**config.mk**
```make
export PLATFORM = sky130hd
export DESIGN_NAME = alink_rx_top
export DESIGN_NICKNAME = d
export VERILOG_FILES = /design/src/design/alink_pkg.sv /design/src/design/rx_phy.sv /design/src/design/rxc.sv /design/src/design/rx_fifo.sv /design/src/design/alink_rx_top.sv
export SDC_FILE = /design/constraint.sdc
export NUM_CORES = 2
export LEC_CHECK = 0
export ABC_CLOCK_PERIOD_IN_PS = 14500
export BUFFER_PORTS_ARGS = -buffer_cell sky130_fd_sc_hd__buf_4
export CORE_MARGIN = 5
export CORE_UTILIZATION = 60
export DETAILED_ROUTE_END_ITERATION = 10
export PLACE_DENSITY_LB_ADDON = 0.05
export SLEW_MARGIN = 20
export SYNTH_ARGS = -nofsm -noshare
export SYNTH_HDL_FRONTEND = slang
export SYNTH_SLANG_ARGS = --single-unit
export TNS_END_PERCENT = 1
```
**constraint.sdc**
```tcl
create_clock -name clk -period 14.5 [get_ports clk]
set_clock_uncertainty 0.15 [all_clocks]
set_input_delay 2.9 -clock clk [delete_from_list [all_inputs] [get_ports clk]]
set_output_delay 2.9 -clock clk [all_outputs]
set_load 0.01 [all_outputs]
```
**src/design/alink_pkg.sv**
```systemverilog
`default_nettype none

package alink_pkg;

	localparam int PHY_NUM = 5;	// receive channels
	localparam int REC_WORDS = 5;	// words per report
	localparam int FIFO_DEPTH = 32;
	localparam int FIFO_AW = $clog2(FIFO_DEPTH);
	// stop granting once a whole report might not fit
	localparam int ALMOST_FULL_LVL = FIFO_DEPTH - REC_WORDS;

	// marker in the upper half of the channel id word
	localparam logic [15:0] RXID_TAG = 16'ha11c;

	// one complete report, first word in the top bits
	typedef struct packed {
		logic [31:0] rxid;	// tag and channel index
		logic [31:0] task_h;
		logic [31:0] task_l;
		logic [31:0] timer;	// timer value at the last bit
		logic [31:0] nonce;
	} rx_record_t;

	// one word of a report stream
	typedef struct packed {
		logic        vld;
		logic        last;	// fifth word of a report
		logic [31:0] dat;
	} rx_beat_t;

endpackage

`default_nettype wire

```
**src/design/rx_phy.sv**
```systemverilog
`default_nettype none

module rx_phy #(
	parameter int MY_RXID = 0
) (
	input  wire logic             clk,
	input  wire logic             rst,
	input  wire logic             reg_flush,
	input  wire logic             reg_busy,
	input  wire logic             task_id_vld,
	input  wire logic [31:0]      task_id_h,
	input  wire logic [31:0]      task_id_l,
	input  wire logic [31:0]      timer_cnt,
	input  wire logic             rx_p,
	input  wire logic             rx_n,
	input  wire logic             grant,
	output logic                  rx_start,
	output alink_pkg::rx_beat_t   beat
);
	import alink_pkg::*;

	logic        p_d;
	logic        n_d;
	logic        p_pulse;
	logic        n_pulse;
	logic        pulse;
	logic        done;
	logic        capture;
	logic        send;
	logic [4:0]  bit_cnt;
	logic [31:0] shreg;
	logic [31:0] nonce;
	logic [31:0] task_h_r;
	logic [31:0] task_l_r;
	rx_record_t  rec;
	logic [2:0]  widx;
	logic [31:0] word;

	// a pulse is the rising edge of a rail
	assign p_pulse = rx_p && !p_d;
	assign n_pulse = rx_n && !n_d;
	assign pulse = p_pulse || n_pulse;

	// lsb first, so new bits enter at the top
	assign nonce = {p_pulse, shreg[31:1]};
	assign done = pulse && (bit_cnt == 5'd31);
	assign capture = done && !rx_start && reg_busy;	// otherwise the nonce is dropped
	assign send = grant && rx_start;

	always_ff @(posedge clk) begin
		if (rst) begin
			p_d <= 1'b0;
			n_d <= 1'b0;
			bit_cnt <= 5'd0;
		end else begin
			p_d <= rx_p;
			n_d <= rx_n;
			if (pulse)
				bit_cnt <= bit_cnt + 5'd1;	// wraps after 32 bits
		end
	end

	always_ff @(posedge clk) begin
		if (pulse)
			shreg <= nonce;
		if (task_id_vld) begin
			task_h_r <= task_id_h;
			task_l_r <= task_id_l;
		end
		if (capture) begin
			rec.rxid <= {RXID_TAG, 16'(MY_RXID)};
			rec.task_h <= task_h_r;
			rec.task_l <= task_l_r;
			rec.timer <= timer_cnt;
			rec.nonce <= nonce;
		end
	end

	// report pending until its last word leaves
	always_ff @(posedge clk) begin
		if (rst || reg_flush) begin
			rx_start <= 1'b0;
			widx <= 3'd0;
		end else if (capture) begin
			rx_start <= 1'b1;
		end else if (send) begin
			if (widx == 3'(REC_WORDS - 1)) begin
				rx_start <= 1'b0;
				widx <= 3'd0;
			end else begin
				widx <= widx + 3'd1;
			end
		end
	end

	always_comb begin
		case (widx)
			3'd0:    word = rec.rxid;
			3'd1:    word = rec.task_h;
			3'd2:    word = rec.task_l;
			3'd3:    word = rec.timer;
			default: word = rec.nonce;
		endcase
	end

	always_ff @(posedge clk) begin
		if (rst || reg_flush)
			beat.vld <= 1'b0;
		else
			beat.vld <= send;
		beat.last <= (widx == 3'(REC_WORDS - 1));
		beat.dat <= word;
	end

	// the line never drives both rails at once
	a_rails_exclusive: assert property (@(posedge clk) disable iff (rst)
		!(rx_p && rx_n));

endmodule

`default_nettype wire

```
**src/design/rxc.sv**
```systemverilog
`default_nettype none

module rxc (
	input  wire logic                                        clk,
	input  wire logic                                        rst,
	input  wire logic                                        reg_flush,
	input  wire logic [alink_pkg::PHY_NUM-1:0]               reg_mask,
	input  wire logic                                        task_id_vld,
	input  wire logic [alink_pkg::PHY_NUM-1:0]               rx_phy_sel,
	input  wire logic [alink_pkg::PHY_NUM-1:0]               start_vec,
	input  wire alink_pkg::rx_beat_t [alink_pkg::PHY_NUM-1:0] beats,
	input  wire logic                                        almost_full,
	output logic [alink_pkg::PHY_NUM-1:0]                    grant_vec,
	output logic [alink_pkg::PHY_NUM-1:0]                    task_vld_vec,
	output alink_pkg::rx_beat_t                              out_beat
);
	import alink_pkg::*;

	logic [PHY_NUM-1:0] sel;
	logic [PHY_NUM-1:0] elig;
	logic [PHY_NUM-1:0] pick;
	logic [PHY_NUM-1:0] last_vec;
	rx_beat_t           sel_beat;

	// task ids go only to the addressed channels
	assign task_vld_vec = rx_phy_sel & {PHY_NUM{task_id_vld}};

	assign elig = start_vec & ~reg_mask;	// masked channels never win
	assign pick = elig & (~elig + 1'b1);	// lowest set bit

	always_comb begin
		for (int i = 0; i < PHY_NUM; i++)
			last_vec[i] = beats[i].vld && beats[i].last;
	end

	// one-hot select, held for the whole report
	always_ff @(posedge clk) begin
		if (rst || reg_flush)
			sel <= '0;
		else if (|(sel & last_vec))
			sel <= '0;
		else if (sel == '0 && !almost_full)
			sel <= pick;
	end

	assign grant_vec = sel;

	always_comb begin
		sel_beat = '0;
		for (int i = 0; i < PHY_NUM; i++) begin
			if (sel[i])
				sel_beat = beats[i];
		end
	end

	// one register stage toward the fifo
	always_ff @(posedge clk) begin
		if (rst || reg_flush)
			out_beat.vld <= 1'b0;
		else
			out_beat.vld <= sel_beat.vld;
		out_beat.last <= sel_beat.last;
		out_beat.dat <= sel_beat.dat;
	end

	a_grant_onehot: assert property (@(posedge clk) disable iff (rst)
		$onehot0(grant_vec));

	// a new grant needs room for a whole report
	a_grant_room: assert property (@(posedge clk) disable iff (rst)
		$rose(|grant_vec) |-> !$past(almost_full));

endmodule

`default_nettype wire

```
**src/design/rx_fifo.sv**
```systemverilog
`default_nettype none

module rx_fifo (
	input  wire logic                clk,
	input  wire logic                rst,
	input  wire logic                reg_flush,
	input  wire alink_pkg::rx_beat_t in_beat,
	output logic                     almost_full,
	input  wire logic                wb_cyc,
	input  wire logic                wb_stb,
	input  wire logic                wb_we,
	input  wire logic                wb_adr,
	input  wire logic [31:0]         wb_dat_i,
	output logic [31:0]              wb_dat_o,
	output logic                     wb_ack
);
	import alink_pkg::*;

	logic [31:0]        mem [FIFO_DEPTH];
	logic [FIFO_AW-1:0] wr_ptr;
	logic [FIFO_AW-1:0] rd_ptr;
	logic [FIFO_AW:0]   count;
	logic               access;
	logic               rd;
	logic               empty;
	logic               pop;

	assign access = wb_cyc && wb_stb && !wb_ack;	// ack never twice in a row
	assign rd = access && !wb_we;
	assign empty = (count == '0);
	assign pop = rd && !wb_adr && !empty;
	assign almost_full = (count >= (FIFO_AW + 1)'(ALMOST_FULL_LVL));

	always_ff @(posedge clk) begin
		if (in_beat.vld)
			mem[wr_ptr] <= in_beat.dat;
	end

	always_ff @(posedge clk) begin
		if (rst || reg_flush) begin
			wr_ptr <= '0;
			rd_ptr <= '0;
			count <= '0;
		end else begin
			if (in_beat.vld)
				wr_ptr <= wr_ptr + 1'b1;	// wraps at depth
			if (pop)
				rd_ptr <= rd_ptr + 1'b1;
			count <= count + (FIFO_AW + 1)'(in_beat.vld) - (FIFO_AW + 1)'(pop);
		end
	end

	always_ff @(posedge clk) begin
		if (rst)
			wb_ack <= 1'b0;
		else
			wb_ack <= access;
		if (rd) begin
			if (wb_adr)
				wb_dat_o <= 32'(count);	// status word
			else if (empty)
				wb_dat_o <= 32'd0;
			else
				wb_dat_o <= mem[rd_ptr];
		end
	end

	// collector only grants with room left
	a_no_overflow: assert property (@(posedge clk) disable iff (rst)
		in_beat.vld |-> count != (FIFO_AW + 1)'(FIFO_DEPTH));

	a_wr_data_known: assert property (@(posedge clk) disable iff (rst)
		(access && wb_we) |-> !$isunknown(wb_dat_i));

endmodule

`default_nettype wire

```
**src/design/alink_rx_top.sv**
```systemverilog
`default_nettype none

module alink_rx_top (
	input  wire logic                                 clk,
	input  wire logic                                 rst,
	input  wire logic [alink_pkg::PHY_NUM-1:0]        rx_p,
	input  wire logic [alink_pkg::PHY_NUM-1:0]        rx_n,
	input  wire logic                                 reg_flush,
	input  wire logic [alink_pkg::PHY_NUM-1:0]        reg_mask,
	input  wire logic [alink_pkg::PHY_NUM-1:0]        reg_busy,
	input  wire logic                                 task_id_vld,
	input  wire logic [alink_pkg::PHY_NUM-1:0]        rx_phy_sel,
	input  wire logic [31:0]                          task_id_h,
	input  wire logic [31:0]                          task_id_l,
	input  wire logic [alink_pkg::PHY_NUM-1:0][31:0]  timer_cnt,
	input  wire logic                                 wb_cyc,
	input  wire logic                                 wb_stb,
	input  wire logic                                 wb_we,
	input  wire logic                                 wb_adr,
	input  wire logic [31:0]                          wb_dat_i,
	output logic [31:0]                               wb_dat_o,
	output logic                                      wb_ack
);
	import alink_pkg::*;

	logic [PHY_NUM-1:0]           start_vec;
	logic [PHY_NUM-1:0]           grant_vec;
	logic [PHY_NUM-1:0]           task_vld_vec;
	rx_beat_t [PHY_NUM-1:0]       beats;
	rx_beat_t                     fifo_beat;
	logic                         almost_full;

	// one decoder per channel
	for (genvar i = 0; i < PHY_NUM; i++) begin : g_phy
		rx_phy #(.MY_RXID(i)) u_phy (
			.clk         (clk),
			.rst         (rst),
			.reg_flush   (reg_flush),
			.reg_busy    (reg_busy[i]),
			.task_id_vld (task_vld_vec[i]),
			.task_id_h   (task_id_h),
			.task_id_l   (task_id_l),
			.timer_cnt   (timer_cnt[i]),
			.rx_p        (rx_p[i]),
			.rx_n        (rx_n[i]),
			.grant       (grant_vec[i]),
			.rx_start    (start_vec[i]),
			.beat        (beats[i])
		);
	end

	rxc u_rxc (
		.clk          (clk),
		.rst          (rst),
		.reg_flush    (reg_flush),
		.reg_mask     (reg_mask),
		.task_id_vld  (task_id_vld),
		.rx_phy_sel   (rx_phy_sel),
		.start_vec    (start_vec),
		.beats        (beats),
		.almost_full  (almost_full),
		.grant_vec    (grant_vec),
		.task_vld_vec (task_vld_vec),
		.out_beat     (fifo_beat)
	);

	rx_fifo u_fifo (
		.clk         (clk),
		.rst         (rst),
		.reg_flush   (reg_flush),
		.in_beat     (fifo_beat),
		.almost_full (almost_full),
		.wb_cyc      (wb_cyc),
		.wb_stb      (wb_stb),
		.wb_we       (wb_we),
		.wb_adr      (wb_adr),
		.wb_dat_i    (wb_dat_i),
		.wb_dat_o    (wb_dat_o),
		.wb_ack      (wb_ack)
	);

endmodule

`default_nettype wire

```
==> metrics.md <==
| Metric | Value |
|---|---|
| Hold Path Origin | g_phy[2].u_phy.task_h_r[30] |
| EDFF count, synth | 2171 |
| # rows | 139 |
| Worst VDD drop | 0.000112 V |
| Final setup margin | 9.39 ns |
| RePlAce Congestion | 0.809 |
| Initial DRC Count | 4795 |
| # clock sinks | 2456 |
| Crit start category | primary input |
| Sequential-to-total area share from yosys stat | 0.820 |
| Crit end category | flip-flop |
| Placed cell count | 6351 |
| Post-CTS Hold Buffers | 0 |
| Layout cell share with drive strength beyond 1 | 0.219 |
| CP max stage delay | 0.82 ns |
| Seq cells post-synth | 2456 |
| Final WL | 192000 µm |
| Commonest non-fill, non-tap cell in the layout | edfxtp_1 |
| Synth Instances | 4297 |
| Die Wd | 390 µm |
| Nets | 5022 |
| Post_cts resized | 0 |
| Clock tree root driver cell | clkbuf_16 |
| Critical Path Fanout Max | 78 |
| Drt drc | 0 |
| Mapped Area | 86500 µm² |
| Setup_tns | 0 ns |
| Mapped Avg Cell Area | 20.1 µm² |
| Critical Path, Cell by Cell | buf_4 > nor2b_1 > a21oi_1 > nor3_2 > buf_4 > buf_4 |
| WP data arrival | 5.40 ns |
| Synth top area share | 0.754 |
| Pwr per Cell Area | 141 nW/µm² |
| Synth area leaders | edfxtp_1 (75%), mux4_2 (7.4%), dfxtp_1 (6.6%), a222oi_1 (1.4%), nor2_1 (1.3%) |
| Slowest-stage cell, CP | buf_4 |
| Clk_lat worst skew | 0.83 ns |
| I/O pin count | 322 |
| Most used cell along the critical path | buf_4 |
| Reg2Reg Depth | 6 |
| Worst-Margin Slew | 1.24 ns |
| GRT Util Overall | 0.255 |
| Wire per inst | 28.2 µm |
| Crit path max-delay family | buffers and inverters |
| Effective utilization at floorplan | 0.603 |
| Status | complete, no violations |
| Fin crit share | 0.352 |
| Most frequent cells in the layout | edfxtp_1 (2171), buf_4 (368), mux4_2 (284), dfxtp_1 (278), nor2_1 (276) |
| Net count after synthesis | 4638 |
| WP buf/inv | 3 |
| Vias in the first global route | 41700 |
| First-pass GRT wire length | 282000 µm |
| Pre-CTS setup slack | 8.56 ns |
| Hold_ws | 0.263 ns |
| Die Ht | 390 µm |
| Share of async-settable or async-resettable flops after synthesis | 0 |
| R2R setup slack | 10.07 ns |
| Layout overhead on the synthesized area | 13.8% |
| CTS buffer count | 231 |
| DR vias | 41800 |
| Min Tclk post-route | 5.11 ns |
| Worst Setup Path Type | in -> reg |
| Leading area contributor after synthesis | edfxtp_1 |
| Fmax | 196 MHz |
| Final ANT Viol Nets | 0 |
| Hold path endpoint | g_phy[2].u_phy.rec[126] |
| GRT overflow | 0 |
| Initial antenna violation count | 6 |
| FILL cells | 9091 |
| Clock Tree Buf Depth | 3 |
| RSZ-0062 raised after global routing | false |
| DIE AREA | 152000 µm² |
| HPWL after detailed placement | 112000 µm |
| CTS tree | yes |
| CTS clk-pin slew, worst paths | 0.07 ns |
| Hold Crit Depth | 0 |
| First drt pass iteration count | 9 |
| Final setup viols | 0 |
| Finished Layout Cells | 6792 |
| HP Class | reg -> reg |
| Pin count of the biggest net entering global routing | 139 |
| Final hold vios | 0 |
| CTS H-tree depth | 4 |
| IO buf count | 289 |
| Post-CTS Setup Bufs | 0 |
| Max-slew violation count | 0 |
| Static leakage | 33.4 nW |
| Vias per std cell | 6.16 |
| Synth Flop Type | edfxtp_1 |
| Core area | 143000 µm² |
| R2r endpoint | u_fifo.wb_dat_o[5] |
| Relative slew margins | 0.168 |
| Max-Cap Viols | 0 |
| WP data required | 14.80 ns |
| Yosys warns | 0 |
| Library cells used by synthesis | 50 |
==> through the flow <==
| step | power (W) | area [µm²] | util |
|---|---|---|---|
| 2_1_floorplan | 0.00800 | 86500 | - |
| 3_3_place_gp | 0.00813 | 91000 | 0.634 |
| 6_report | 0.0139 | 98500 | 0.686 |
| 5_1_grt | 0.0143 | 98400 | 0.686 |
| 4_1_cts | 0.0140 | 98400 | 0.686 |
| 3_5_place_dp | 0.00814 | 91000 | 0.634 |
==> flip-flops by register name, summed over array words and instances, names as in the netlist, 15 cells and up, named ones only <==
register              flops
g_phy.u_phy.rec         640
u_rxc.out_beat           33
g_phy.u_phy.widx         15
u_fifo.mem             1024
g_phy.u_phy.bit_cnt      25
g_phy.u_phy.task_l_r    160
g_phy.u_phy.task_h_r    160
u_fifo.wb_dat_o          32
g_phy.u_phy.shreg       155
g_phy.u_phy.beat        170
==> area by class of cell <==
type                       instances  area [µm²]  share of cell area
clock buffer                     335        6420              0.0653
timing repair buffer             372        2840              0.0289
multi-input combinational       1520       14500               0.147
clock inverter                   104        1030              0.0104
inverter                         100         375             0.00381
tap                             1903        2380              0.0242
antenna                            2        5.00           0.0000508
sequential                      2456       70900               0.720
==> worst reg2reg max path, delay by kind of cell (launching register included) <==
family / cells / cell delay (ns)
multiplexers: 2 / 0.95
flip-flops: 1 / 0.84
buffers and inverters: 2 / 1.70
AO/OA/AOI/OAI: 2 / 0.52
==> power by group <==
| group | internal, W | switching (W) |
|---|---|---|
| registers | 0.00779 | 0.0000508 |
| logic | 0.0000567 | 0.0000984 |
| clock network | 0.00335 | 0.00251 |
| total | 0.0112 | 0.00266 |
==> layer usage <==
metal	track usage	vias up	part of all wire
met3	0.0419	263	0.074
li1	-	18100	-
met2	0.406	1700	0.49
met4	0.0689	0	0.025
met5	0	-	0
met1	0.375	21700	0.41
==> cells in the mapped netlist, drive strengths merged, types with 2 or more instances <==
cell	n
edfxtp	2171
nor2	310
dfxtp	285
mux4	284
a21oi	221
clkbuf	155
a222oi	125
nand2	93
a221oi	66
buf	66
inv	60
ha	51
mux2i	45
nor3	41
clkinv	40
o21ai	33
a22oi	30
nor2b	29
o22ai	26
a221o	22
nand3	16
xor2	16
o21a	14
and2	13
a211oi	12
or2	11
nand4	9
xnor2	9
and3	6
mux2	6
o41ai	6
nand3b	5
a31oi	3
nand2b	3
or3	3
nor3b	2
nor4	2
==> cells by family after synthesis <==
kind of cell | after synthesis | share of synthesized area
xor gates and xnor gates | 25 | 0.00253
muxes | 335 | 0.0799
DFF | 2456 | 0.820
adders and majority gates | 52 | 0.00761
buffers and inverters | 321 | 0.0164
and+or+nand+nor | 545 | 0.0272
AOI/OAI and AO/OA | 563 | 0.0465
==> worst max path at each step <==
stage | startpoint | end | depth (start not counted)
floorplan | rx_p[0] | g_phy[0].u_phy.rec[0] | 3
global route | rx_p[2] | g_phy[2].u_phy.rec[43] | 6
detailed placement | rx_p[2] | g_phy[2].u_phy.rec[42] | 6
finish | rx_p[2] | g_phy[2].u_phy.rec[12] | 6
global placement | rx_p[2] | g_phy[2].u_phy.rec[41] | 6
CTS | rx_p[2] | g_phy[2].u_phy.rec[107] | 6
Note: power is estimated with default switching activity, not from simulation.
